`config.mk`:
```
export PLATFORM = sky130hd
export DESIGN_NAME = hit_readout_top
export DESIGN_NICKNAME = d
export VERILOG_FILES = /design/src/common/hit_readout_pkg.sv /design/src/bram_fifo/bram_fifo_core.sv /design/src/bram_fifo/sram_fifo.sv /design/src/hit_packer/hit_packer.sv /design/src/logic/apb_readout.sv /design/src/logic/hit_readout_top.sv
export SDC_FILE = /design/constraint.sdc
export NUM_CORES = 2
export LEC_CHECK = 0
export BUFFER_PORTS_ARGS = -buffer_cell sky130_fd_sc_hd__buf_2
export CAP_MARGIN = 20
export CORE_UTILIZATION = 31
export DETAILED_ROUTE_END_ITERATION = 6
export GPL_TIMING_DRIVEN = 0
export REMOVE_ABC_BUFFERS = 1
export SYNTH_ARGS = -nofsm -noshare
export SYNTH_HDL_FRONTEND = slang
export SYNTH_HIERARCHICAL = 1
export SYNTH_SLANG_ARGS = --single-unit
export TNS_END_PERCENT = 50
```
`constraint.sdc`:
```
create_clock -name BUS_CLK -period 6.5 [get_ports BUS_CLK]
set_input_delay 0 -clock BUS_CLK [delete_from_list [all_inputs] [get_ports BUS_CLK]]
set_output_delay 0 -clock BUS_CLK [all_outputs]
set_load 0.005 [all_outputs]
```
`src/common/hit_readout_pkg.sv`:
```
`default_nettype none

package hit_readout_pkg;

    typedef logic [15:0] sample_t;  // one hit sample
    typedef logic [31:0] word_t;    // two samples packed
    typedef logic [23:0] level_t;   // fill level in words
    typedef logic [7:0]  paddr_t;
    typedef logic [7:0]  reg_t;

    typedef struct packed {
        logic    valid;
        sample_t sample;
    } hit_t;

    typedef struct packed {
        logic  valid;
        word_t word;
    } push_t;

    // single-cycle strobes into the register bank
    typedef struct packed {
        logic   wr;
        logic   rd;
        paddr_t addr;
        reg_t   wdata;
    } reg_req_t;

    typedef struct packed {
        logic not_empty;
        logic full;
        logic near_full;
        logic read_error;
    } fifo_status_t;

    localparam int FIFO_DEPTH       = 64;
    localparam int PTR_W            = $clog2(FIFO_DEPTH);
    localparam int ALMOST_FULL_PCT  = 95;
    localparam int ALMOST_EMPTY_PCT = 5;

    // threshold defaults scaled to a byte, 242 and 12
    localparam reg_t AF_DEFAULT = reg_t'(255 * ALMOST_FULL_PCT / 100);
    localparam reg_t AE_DEFAULT = reg_t'(255 * ALMOST_EMPTY_PCT / 100);

    // register map, writes and reads share addresses 1 and 2
    localparam paddr_t ADDR_SOFT_RST = 8'd0;
    localparam paddr_t ADDR_AF       = 8'd1;
    localparam paddr_t ADDR_AE       = 8'd2;
    localparam paddr_t ADDR_SIZE0    = 8'd1;
    localparam paddr_t ADDR_SIZE1    = 8'd2;
    localparam paddr_t ADDR_SIZE2    = 8'd3;
    localparam paddr_t ADDR_RD_ERR   = 8'd4;
    localparam paddr_t ADDR_DATA     = 8'd16;
    localparam paddr_t REG_SPAN      = 8'd8;

endpackage

`default_nettype wire

```
`src/bram_fifo/bram_fifo_core.sv`:
```
`default_nettype none

module bram_fifo_core import hit_readout_pkg::*; (
    input  logic         BUS_CLK,
    input  logic         RST,
    input  push_t        push,
    output logic         word_ready,
    input  reg_req_t     req,
    output reg_t         reg_rdata,
    input  logic         pop,
    output word_t        pop_data,
    output logic         empty,
    output fifo_status_t status
);

    logic   soft_rst;
    logic   int_rst;
    reg_t   af_value;
    reg_t   ae_value;
    reg_t   rd_err;
    logic   near_full;
    logic   fifo_full;
    logic   fifo_empty;
    level_t size;
    level_t af_level;
    level_t ae_level;

    // write to address 0 clears everything for that one cycle
    assign soft_rst = req.wr && (req.addr == ADDR_SOFT_RST);
    assign int_rst  = RST || soft_rst;

    always_ff @(posedge BUS_CLK) begin
        if (int_rst) begin
            af_value <= AF_DEFAULT;
            ae_value <= AE_DEFAULT;
        end else if (req.wr) begin
            if (req.addr == ADDR_AF)
                af_value <= req.wdata;
            if (req.addr == ADDR_AE)
                ae_value <= req.wdata;
        end
    end

    // register read, value is ready one cycle after the strobe
    always_ff @(posedge BUS_CLK) begin
        if (req.rd) begin
            case (req.addr)
                ADDR_SIZE0:  reg_rdata <= size[7:0];
                ADDR_SIZE1:  reg_rdata <= size[15:8];
                ADDR_SIZE2:  reg_rdata <= size[23:16];
                ADDR_RD_ERR: reg_rdata <= rd_err;
                default:     reg_rdata <= '0;
            endcase
        end
    end

    assign word_ready = !fifo_full;  // keep pulling while there is room

    sram_fifo i_sram_fifo (
        .BUS_CLK (BUS_CLK),
        .RST     (int_rst),
        .write   (push.valid),
        .wdata   (push.word),
        .read    (pop),
        .rdata   (pop_data),
        .full    (fifo_full),
        .empty   (fifo_empty),
        .size    (size)
    );

    // pops on an empty FIFO, saturating
    always_ff @(posedge BUS_CLK) begin
        if (int_rst)
            rd_err <= '0;
        else if (pop && fifo_empty && rd_err != 8'hff)
            rd_err <= rd_err + 1'b1;
    end

    // byte thresholds scaled to the FIFO depth
    assign af_level = level_t'(((int'(af_value) + 1) * FIFO_DEPTH) >> 8);
    assign ae_level = level_t'(((int'(ae_value) + 1) * FIFO_DEPTH) >> 8);

    // set high, clear low, hold in between
    always_ff @(posedge BUS_CLK) begin
        if (int_rst)
            near_full <= 1'b0;
        else if (size >= af_level || af_value == '0)
            near_full <= 1'b1;
        else if ((size <= ae_level && ae_value != '0) || size == '0)
            near_full <= 1'b0;
    end

    assign empty = fifo_empty;

    assign status.not_empty  = !fifo_empty;
    assign status.full       = fifo_full;
    assign status.near_full  = near_full;
    assign status.read_error = (rd_err != '0);

endmodule

`default_nettype wire

```
`src/bram_fifo/sram_fifo.sv`:
```
`default_nettype none

module sram_fifo import hit_readout_pkg::*; (
    input  logic   BUS_CLK,
    input  logic   RST,
    input  logic   write,
    input  word_t  wdata,
    input  logic   read,
    output word_t  rdata,
    output logic   full,
    output logic   empty,
    output level_t size
);

    word_t mem [FIFO_DEPTH];

    logic [PTR_W-1:0] wr_ptr;
    logic [PTR_W-1:0] rd_ptr;
    level_t           count;
    logic             do_wr;
    logic             do_rd;

    assign full  = (count == level_t'(FIFO_DEPTH));
    assign empty = (count == '0);
    assign size  = count;

    // write on full and read on empty are dropped
    assign do_wr = write && !full;
    assign do_rd = read && !empty;

    always_ff @(posedge BUS_CLK) begin
        if (RST) begin
            wr_ptr <= '0;
            rd_ptr <= '0;
            count  <= '0;
        end else begin
            if (do_wr)
                wr_ptr <= wr_ptr + 1'b1;  // depth is a power of two, wraps
            if (do_rd)
                rd_ptr <= rd_ptr + 1'b1;

            case ({do_wr, do_rd})
                2'b10:   count <= count + 1'b1;
                2'b01:   count <= count - 1'b1;
                default: count <= count;
            endcase
        end
    end

    always_ff @(posedge BUS_CLK) begin
        if (do_wr)
            mem[wr_ptr] <= wdata;
    end

    // registered read port, block RAM style
    always_ff @(posedge BUS_CLK) begin
        if (do_rd)
            rdata <= mem[rd_ptr];
    end

endmodule

`default_nettype wire

```
`src/hit_packer/hit_packer.sv`:
```
`default_nettype none

module hit_packer import hit_readout_pkg::*; (
    input  logic  BUS_CLK,
    input  logic  RST,
    input  hit_t  hit,
    output logic  hit_ready,
    output push_t push,
    input  logic  word_ready
);

    logic    second;      // next sample is the upper half
    logic    word_valid;
    sample_t low_half;
    word_t   word_q;
    logic    accept;

    // stall only while a finished word is stuck at the buffer
    assign hit_ready = !(word_valid && !word_ready);
    assign accept    = hit.valid && hit_ready;

    always_ff @(posedge BUS_CLK) begin
        if (RST) begin
            second     <= 1'b0;
            word_valid <= 1'b0;
        end else begin
            if (accept)
                second <= !second;

            if (accept && second)
                word_valid <= 1'b1;  // new word replaces one that leaves now
            else if (word_ready)
                word_valid <= 1'b0;
        end
    end

    // sample and word holding registers
    always_ff @(posedge BUS_CLK) begin
        if (accept && !second)
            low_half <= hit.sample;
        if (accept && second)
            word_q <= {hit.sample, low_half};  // first sample in bits 15:0
    end

    assign push.valid = word_valid;
    assign push.word  = word_q;

endmodule

`default_nettype wire

```
`src/logic/apb_readout.sv`:
```
`default_nettype none

module apb_readout import hit_readout_pkg::*; (
    input  logic     BUS_CLK,
    input  logic     RST,
    input  logic     psel,
    input  logic     penable,
    input  logic     pwrite,
    input  paddr_t   paddr,
    input  word_t    pwdata,
    output word_t    prdata,
    output logic     pready,
    output logic     pslverr,
    output reg_req_t req,
    input  reg_t     reg_rdata,
    output logic     pop,
    input  word_t    pop_data,
    input  logic     empty
);

    typedef enum logic [1:0] {
        ST_IDLE,
        ST_WAIT,
        ST_DONE
    } state_t;

    state_t state;
    logic   err_q;
    logic   is_reg;
    logic   is_data;
    logic   setup;
    logic   access;

    assign is_reg  = (paddr < REG_SPAN);
    assign is_data = (paddr == ADDR_DATA);
    assign setup   = psel && !penable;
    assign access  = psel && penable;

    always_ff @(posedge BUS_CLK) begin
        if (RST) begin
            state <= ST_IDLE;
            err_q <= 1'b0;
        end else begin
            case (state)
                ST_IDLE: begin
                    if (setup) begin
                        // data port is read only
                        err_q <= !(is_reg || (is_data && !pwrite));
                        state <= pwrite ? ST_DONE : ST_WAIT;  // writes skip the wait
                    end
                end
                ST_WAIT: begin
                    if (access) begin
                        if (is_data && empty)
                            err_q <= 1'b1;  // nothing to pop
                        state <= ST_DONE;
                    end else begin
                        state <= ST_IDLE;
                    end
                end
                default: state <= ST_IDLE;
            endcase
        end
    end

    // strobes, reads in the first access cycle and writes in the only one
    assign req.rd    = (state == ST_WAIT) && access && is_reg;
    assign req.wr    = (state == ST_DONE) && access && pwrite && is_reg;
    assign req.addr  = paddr;
    assign req.wdata = pwdata[7:0];
    assign pop       = (state == ST_WAIT) && access && is_data;

    assign pready  = (state == ST_DONE);
    assign pslverr = (state == ST_DONE) && err_q;

    // zero on errors and outside the read data phase
    always_comb begin
        prdata = '0;
        if (state == ST_DONE && !pwrite && !err_q) begin
            if (is_data)
                prdata = pop_data;
            else
                prdata = {24'b0, reg_rdata};
        end
    end

endmodule

`default_nettype wire

```
`src/logic/hit_readout_top.sv`:
```
`default_nettype none

module hit_readout_top import hit_readout_pkg::*; (
    input  logic         BUS_CLK,
    input  logic         RST,
    input  hit_t         hit,
    output logic         hit_ready,
    input  logic         psel,
    input  logic         penable,
    input  logic         pwrite,
    input  paddr_t       paddr,
    input  word_t        pwdata,
    output word_t        prdata,
    output logic         pready,
    output logic         pslverr,
    output fifo_status_t status
);

    push_t    push;
    logic     word_ready;
    reg_req_t req;
    reg_t     reg_rdata;
    logic     pop;
    word_t    pop_data;
    logic     empty;

    hit_packer i_hit_packer (
        .BUS_CLK    (BUS_CLK),
        .RST        (RST),
        .hit        (hit),
        .hit_ready  (hit_ready),
        .push       (push),
        .word_ready (word_ready)
    );

    bram_fifo_core i_bram_fifo_core (
        .BUS_CLK    (BUS_CLK),
        .RST        (RST),
        .push       (push),
        .word_ready (word_ready),
        .req        (req),
        .reg_rdata  (reg_rdata),
        .pop        (pop),
        .pop_data   (pop_data),
        .empty      (empty),
        .status     (status)
    );

    // host side
    apb_readout i_apb_readout (
        .BUS_CLK    (BUS_CLK),
        .RST        (RST),
        .psel       (psel),
        .penable    (penable),
        .pwrite     (pwrite),
        .paddr      (paddr),
        .pwdata     (pwdata),
        .prdata     (prdata),
        .pready     (pready),
        .pslverr    (pslverr),
        .req        (req),
        .reg_rdata  (reg_rdata),
        .pop        (pop),
        .pop_data   (pop_data),
        .empty      (empty)
    );

endmodule

`default_nettype wire

```
# --- Word-level counts from Yosys, hierarchy flattened ---
# Memory sizes are Yosys's and may differ from the RTL's. A register that Yosys moved wholly into a read port is not among the register bits.
# Cells that the tools add are included.
totals:
  regBits: 122
  inputBits: 62
  memories: 1
  ramBits: 2048
  output_inout_bits: 39
op_classes:
  eq_ne: 15
  addsub: 7
  magnitude_cmp: 3
  muxes: 18
  n_reduce_logical: 47
mem_list:
  columns: ["name", "words", "word_bits", "read_ports", "rd_clocked_by_memory_dff", "wr", "line_no", "text"]
  rows:
  - ["i_bram_fifo_core.i_sram_fifo.mem", 64, 32, 1, 1, 1, "sram_fifo.sv:15", "word_t mem [FIFO_DEPTH];"]
op_table:
  columns: ["op", "n"]
  rows:
  - ["$mux W32", 2]
  - ["$pmux W24 S2", 1]
  - ["$pmux W8 S4", 1]
  - ["$add A24 B1 Y24 const B", 1]
  - ["$eq A24 B7 Y1 const B", 1]
  - ["$ge A24 B24 Y1", 1]
  - ["$le A24 B24 Y1", 1]
  - ["$logic_not A24 Y1", 1]
  - ["$sub A24 B1 Y24 const B", 1]
  - ["$logic_and A1 B1 Y1", 23]
  - ["$add A8 B1 Y9 const B", 2]
  - ["$eq A8 B2 Y1 const B", 2]
  - ["$logic_not A8 Y1", 2]
  - ["$reduce_bool A8 Y1", 2]
  - ["$add A6 B1 Y6 const B", 2]
  - ["$mux W1", 9]
  - ["$add A8 B1 Y8 const B", 1]
  - ["$eq A8 B1 Y1 const B", 1]
  - ["$eq A8 B3 Y1 const B", 1]
  - ["$eq A8 B5 Y1 const B", 1]
  - ["$logic_not A1 Y1", 8]
  - ["$lt A8 B4 Y1 const B", 1]
  - ["$ne A8 B8 Y1 const B", 1]
  - ["$mux W2", 3]
  - ["other kinds (11)", 21]

# --- Logic depth before layout (Yosys ltp) ---
logic_depth:
  word_depth: 6
  mapped_depth: 14
  depth_no_buf: 13

# --- By module ---
# Netlist, hierarchy kept.
by_module_without_submodules:
  columns: ["module", "instances", "seq_area_each_um2", "area_per_inst_um2", "cells_per_inst"]
  rows:
  - ["sram_fifo", 1, 63180.6, 81759.7, 3585]
  - ["bram_fifo_core", 1, 740.7, 2082.0, 244]
  - ["hit_packer", 1, 1481.4, 1559.0, 60]
  - ["apb_readout", 1, 60.1, 733.2, 99]

# --- Worst setup path before layout ---
# No wires, ideal clock.
synth_path:
  path_kind: "input -> register"
  from: "input port paddr[5]"
  to: "register i_bram_fifo_core.i_sram_fifo.count[16] (netlist: i_bram_fifo_core/i_sram_fifo/size[16])"
  path_stages: 14
  t_arrival_ns: 4.930
  setup_ns: 0.122
  path_slack_ns: 1.448
  cell_sequence: "or4_4 -> clkbuf_2 -> nor4_1 -> o31a_1 -> clkbuf_1 -> ha_1 -> inv_1 -> fa_1 -> nand2b_1 -> a21oi_1 -> o31ai_1 -> a21oi_1 -> a311oi_1 -> a221o_1"
synth_between:
  elab_chain_cells: 5
synth_rtl:
  columns: ["element", "line_no", "text"]
  rows:
  - ["start, declared", "hit_readout_top.sv:11", "input paddr_t paddr,"]
  - ["$eq A8 B5 Y1 *", "apb_readout.sv:35", "assign is_data = (paddr == ADDR_DATA);"]
  - ["$logic_and A1 B1 Y1 *", "apb_readout.sv:71", "assign pop = (state == ST_WAIT) && access && is_data;"]
  - ["via pop", "hit_readout_top.sv:23", "logic pop;"]
  - ["$logic_and A1 B1 Y1 *", "sram_fifo.sv:29", "assign do_rd = read && !empty;"]
  - ["via i_bram_fifo_core.i_sram_fifo.do_rd", "sram_fifo.sv:21", "logic do_rd;"]
  - ["$eq A2 B1 Y1 or $eq A2 B2 Y1 (tied branches)", "sram_fifo.sv:42", "case ({do_wr, do_rd})"]
  - ["$pmux W24 S2 or $reduce_bool A2 Y1 (tied branches)", null, null]
  - ["end signal, assigned", "sram_fifo.sv:43", "2'b10: count <= count + 1'b1;"]
  - ["end signal, assigned", "sram_fifo.sv:44", "2'b01: count <= count - 1'b1;"]
  - ["end signal, assigned", "sram_fifo.sv:45", "default: count <= count;"]
  - ["end, declared", "sram_fifo.sv:19", "level_t count;"]
# The timed path passes the listed nets; every way through them passes the cells marked *.
# A chain may end at the register's enable or synchronous reset.

# --- Worst setup path in the final report ---
layout_path:
  from: "register i_bram_fifo_core.i_sram_fifo.count[0] (netlist: i_bram_fifo_core/i_sram_fifo/size[0])"
  to: "register i_bram_fifo_core.i_sram_fifo.count[16] (netlist: i_bram_fifo_core/i_sram_fifo/size[16])"
layout_between:
  elab_chain_cells: 5
layout_rtl:
  columns: ["element"]
  rows:
  - ["branches (longest 5 deep; another with $sub A24 B1 Y24)"]
# Parallel ways; which one is timed is not known.

==> impl_metrics.tcl <==
set metrics [dict create \
    ys.flop_type "edfxtp_1" \
    skew_ns 0.0340 \
    netlist_instances 3988 \
    syn_area_sq_mm 0.0861 \
    finalWirelength_microns 214000 \
    hold_viol 0 \
    final_common_cell "edfxtp_1" \
    cts_root_buf "clkbuf_16" \
    worst_pin_slew_ns 1.09 \
    ys_types 84 \
    grt_pass1_vias 42512 \
    cp.required_ns 7.23 \
    ios 101 \
    grt_use_met3 0.0314 \
    fmax_ghz 0.175 \
    cp.arrival_ns 6.44 \
    grt-ovfl-total 0 \
    globalRouteTotalUtil 0.152 \
    status "finished clean" \
    cts_resized 0 \
    die_area_sq_mm 0.280 \
    yosysWarnings 6 \
    cts_tree "built" \
    period_needed_ns 5.71 \
    post-route-drc-count 0 \
    power_density_mw_per_mm2 273 \
    core.rowCount 193 \
    syn_area_per_cell_sq_um 21.6 \
    gp_congestion 0.807 \
    insertion_delay_ns 0.85 \
    ys_seq_area_frac 0.760 \
    drv_slew 0 \
    ir_worst_vdd_v 0.000285 \
    cts.sinks 2202 \
    die_w_microns 529 \
    avgViaCountPerCell 5.12 \
    cts_buffer_depth 3 \
    clkSlewWorstSetupHoldPaths_ns 0.06 \
    rsz0062_at_grt "false" \
    synth_seq_cells 2202 \
    io_buffers 76 \
    syn_to_final_growth_pct 19.0 \
    fin_ws_ns 0.791 \
    dpl.hpwl_microns 135000 \
    dp_slack_ns 0.574 \
    synth_edf_count 2136 \
    layout-drive-gt1-share 0.281 \
    core_sq_mm 0.276 \
    cts_hold_buf 89 \
    final_cell_mix "edfxtp_1, mux4_2, clkbuf_16" \
    path_class "flop to flop" \
    drt_iter0_drc 4877 \
    vias 42017 \
    setup_viol 0 \
    drtAntennaViolNets 0 \
    final.setup.tns_ns 0 \
    die_y_microns 529 \
    max_cap_violations 0 \
    hold_path.class "input pin to flop" \
    cts_max_level 4 \
    critPathMaxFanout 24 \
    post-cts-setup-buffers 0 \
    reg2reg_slack_ns 0.79 \
    grt_max_degree 60 \
    critPathCaptureType "flop" \
    crit_path_start_kind "flop" \
    wl_per_cell_microns 26.0 \
    ys_async_sr_fraction 0 \
    grt_pass1_wl_microns 306000 \
    antenna_found_initial 22 \
    cts_made_buffers 215 \
    start_util 0.312 \
    p_leak_nw 30.8 \
    top_usage_layer "met2" \
    drt_first_pass_iters 6 \
    fillers 24678 \
    period_share 0.878 \
    nNetsFinal 4427 \
    met2_usage 0.241 \
    use_met1 0.210 \
    worst_slew_margin_rel 0.275 \
]
## layout make-up
cell class	instances	area, sq um	area share
tap	3705	4640	0.0452
antenna	6	15.0	0.000147
timing repair buffer	343	5440	0.0531
multi-input combinational	1543	20000	0.195
sequential	2202	65500	0.639
clock buffer	274	5790	0.0565
clock inverter	121	1040	0.0101
inverter	18	68.8	0.000672
## power by group
part           internal (W)  total [W]  switching (W)
registers            0.0155     0.0155      0.0000388
logic              0.000129   0.000369       0.000240
clock network       0.00690     0.0121        0.00520
## through the flow
stage,total power [W],instance area [sq um],hold WS (ns),cells,utilization
after floorplan,0.0159,85000,0.0691,3763,-
after global placement,0.0161,90000,0.194,7544,0.326
after detailed placement,0.0162,94700,0.197,7721,0.343
after CTS,0.0282,102000,0.0237,8205,0.370
after global routing,0.0288,102000,0.0425,8210,0.371
final,0.0280,102000,0.0776,8212,0.371
## logic make-up after synthesis
kind of cell	count (synthesis)	synth area share
DFF	2202	0.760
muxes	647	0.161
and+or+nand+nor	493	0.0296
AOI/OAI and AO/OA	326	0.0260
buffers and inverters	243	0.0138
adders and majority gates	42	0.00619
xor gates and xnor gates	35	0.00356
## worst paths after layout
path,start,end,depth (start not counted)
worst min-delay path,hit[0],i_hit_packer/low_half[0]$_DFFE_PP_,2
worst min register to register,i_hit_packer/low_half[12]$_DFFE_PP_,i_hit_packer/word_q[12]$_DFFE_PP_,0
worst max-delay path,i_bram_fifo_core/i_sram_fifo/size[0]$_SDFFE_PP0P_,i_bram_fifo_core/i_sram_fifo/size[16]$_SDFFE_PP0P_,13
worst max register to register,i_bram_fifo_core/i_sram_fifo/size[0]$_SDFFE_PP0P_,i_bram_fifo_core/i_sram_fifo/size[16]$_SDFFE_PP0P_,13
## sequential cells by signal, indices dropped and copies added (netlist names)
register / flops
i_apb_readout/err_q: 1
i_apb_readout/state: 2
i_bram_fifo_core/ae_value: 8
i_bram_fifo_core/af_value: 8
i_bram_fifo_core/i_sram_fifo/mem: 2048
i_bram_fifo_core/i_sram_fifo/rd_ptr: 6
i_bram_fifo_core/i_sram_fifo/rdata: 32
i_bram_fifo_core/i_sram_fifo/size: 24
i_bram_fifo_core/i_sram_fifo/wr_ptr: 6
i_bram_fifo_core/near_full: 1
i_bram_fifo_core/rd_err: 8
i_bram_fifo_core/reg_rdata: 8
i_hit_packer/low_half: 16
i_hit_packer/second: 1
i_hit_packer/word_q: 32
i_hit_packer/word_valid: 1
## per-layer routing
layer,part of all wire,wire length (microns),up-vias
met5,0.00048,103,-
met4,0.026,5650,18
met3,0.082,17600,297
met2,0.47,101000,1643
met1,0.42,89400,22548
li1,-,-,17511
## Yosys cell counts (19+ instances only)
library cell	instances	share of area
dfxtp_1	66	0.015
buf_2	56	0.0033
and2_2	20	0.0017
buf_4	33	0.0029
a21oi_1	98	0.0057
mux2i_1	56	0.0065
nor2_1	113	0.0049
nor2b_1	56	0.0041
nand3_1	47	0.0027
o21ai_0	25	0.0015
clkbuf_1	108	0.0047
nor3_1	19	0.0011
mux4_2	589	0.15
nand2_1	130	0.0057
a211oi_1	57	0.0050
a22oi_1	50	0.0044
ha_1	41	0.0060
edfxtp_1	2136	0.74
## worst max-delay path, cell delays in order (launching register included)
cell      delay [ns]
dfxtp_1         0.41
nor4_1          0.36
and4_1          0.48
nand3_1         0.36
nand2_1         0.47
ha_1            0.94
inv_1           0.29
fa_1            0.46
nand2b_1        0.20
a21oi_1         0.35
o31ai_1         0.16
a21oi_1         0.63
a311oi_1        0.19
a221o_1         0.28
No activity file was read; power rests on OpenSTA's default activity.
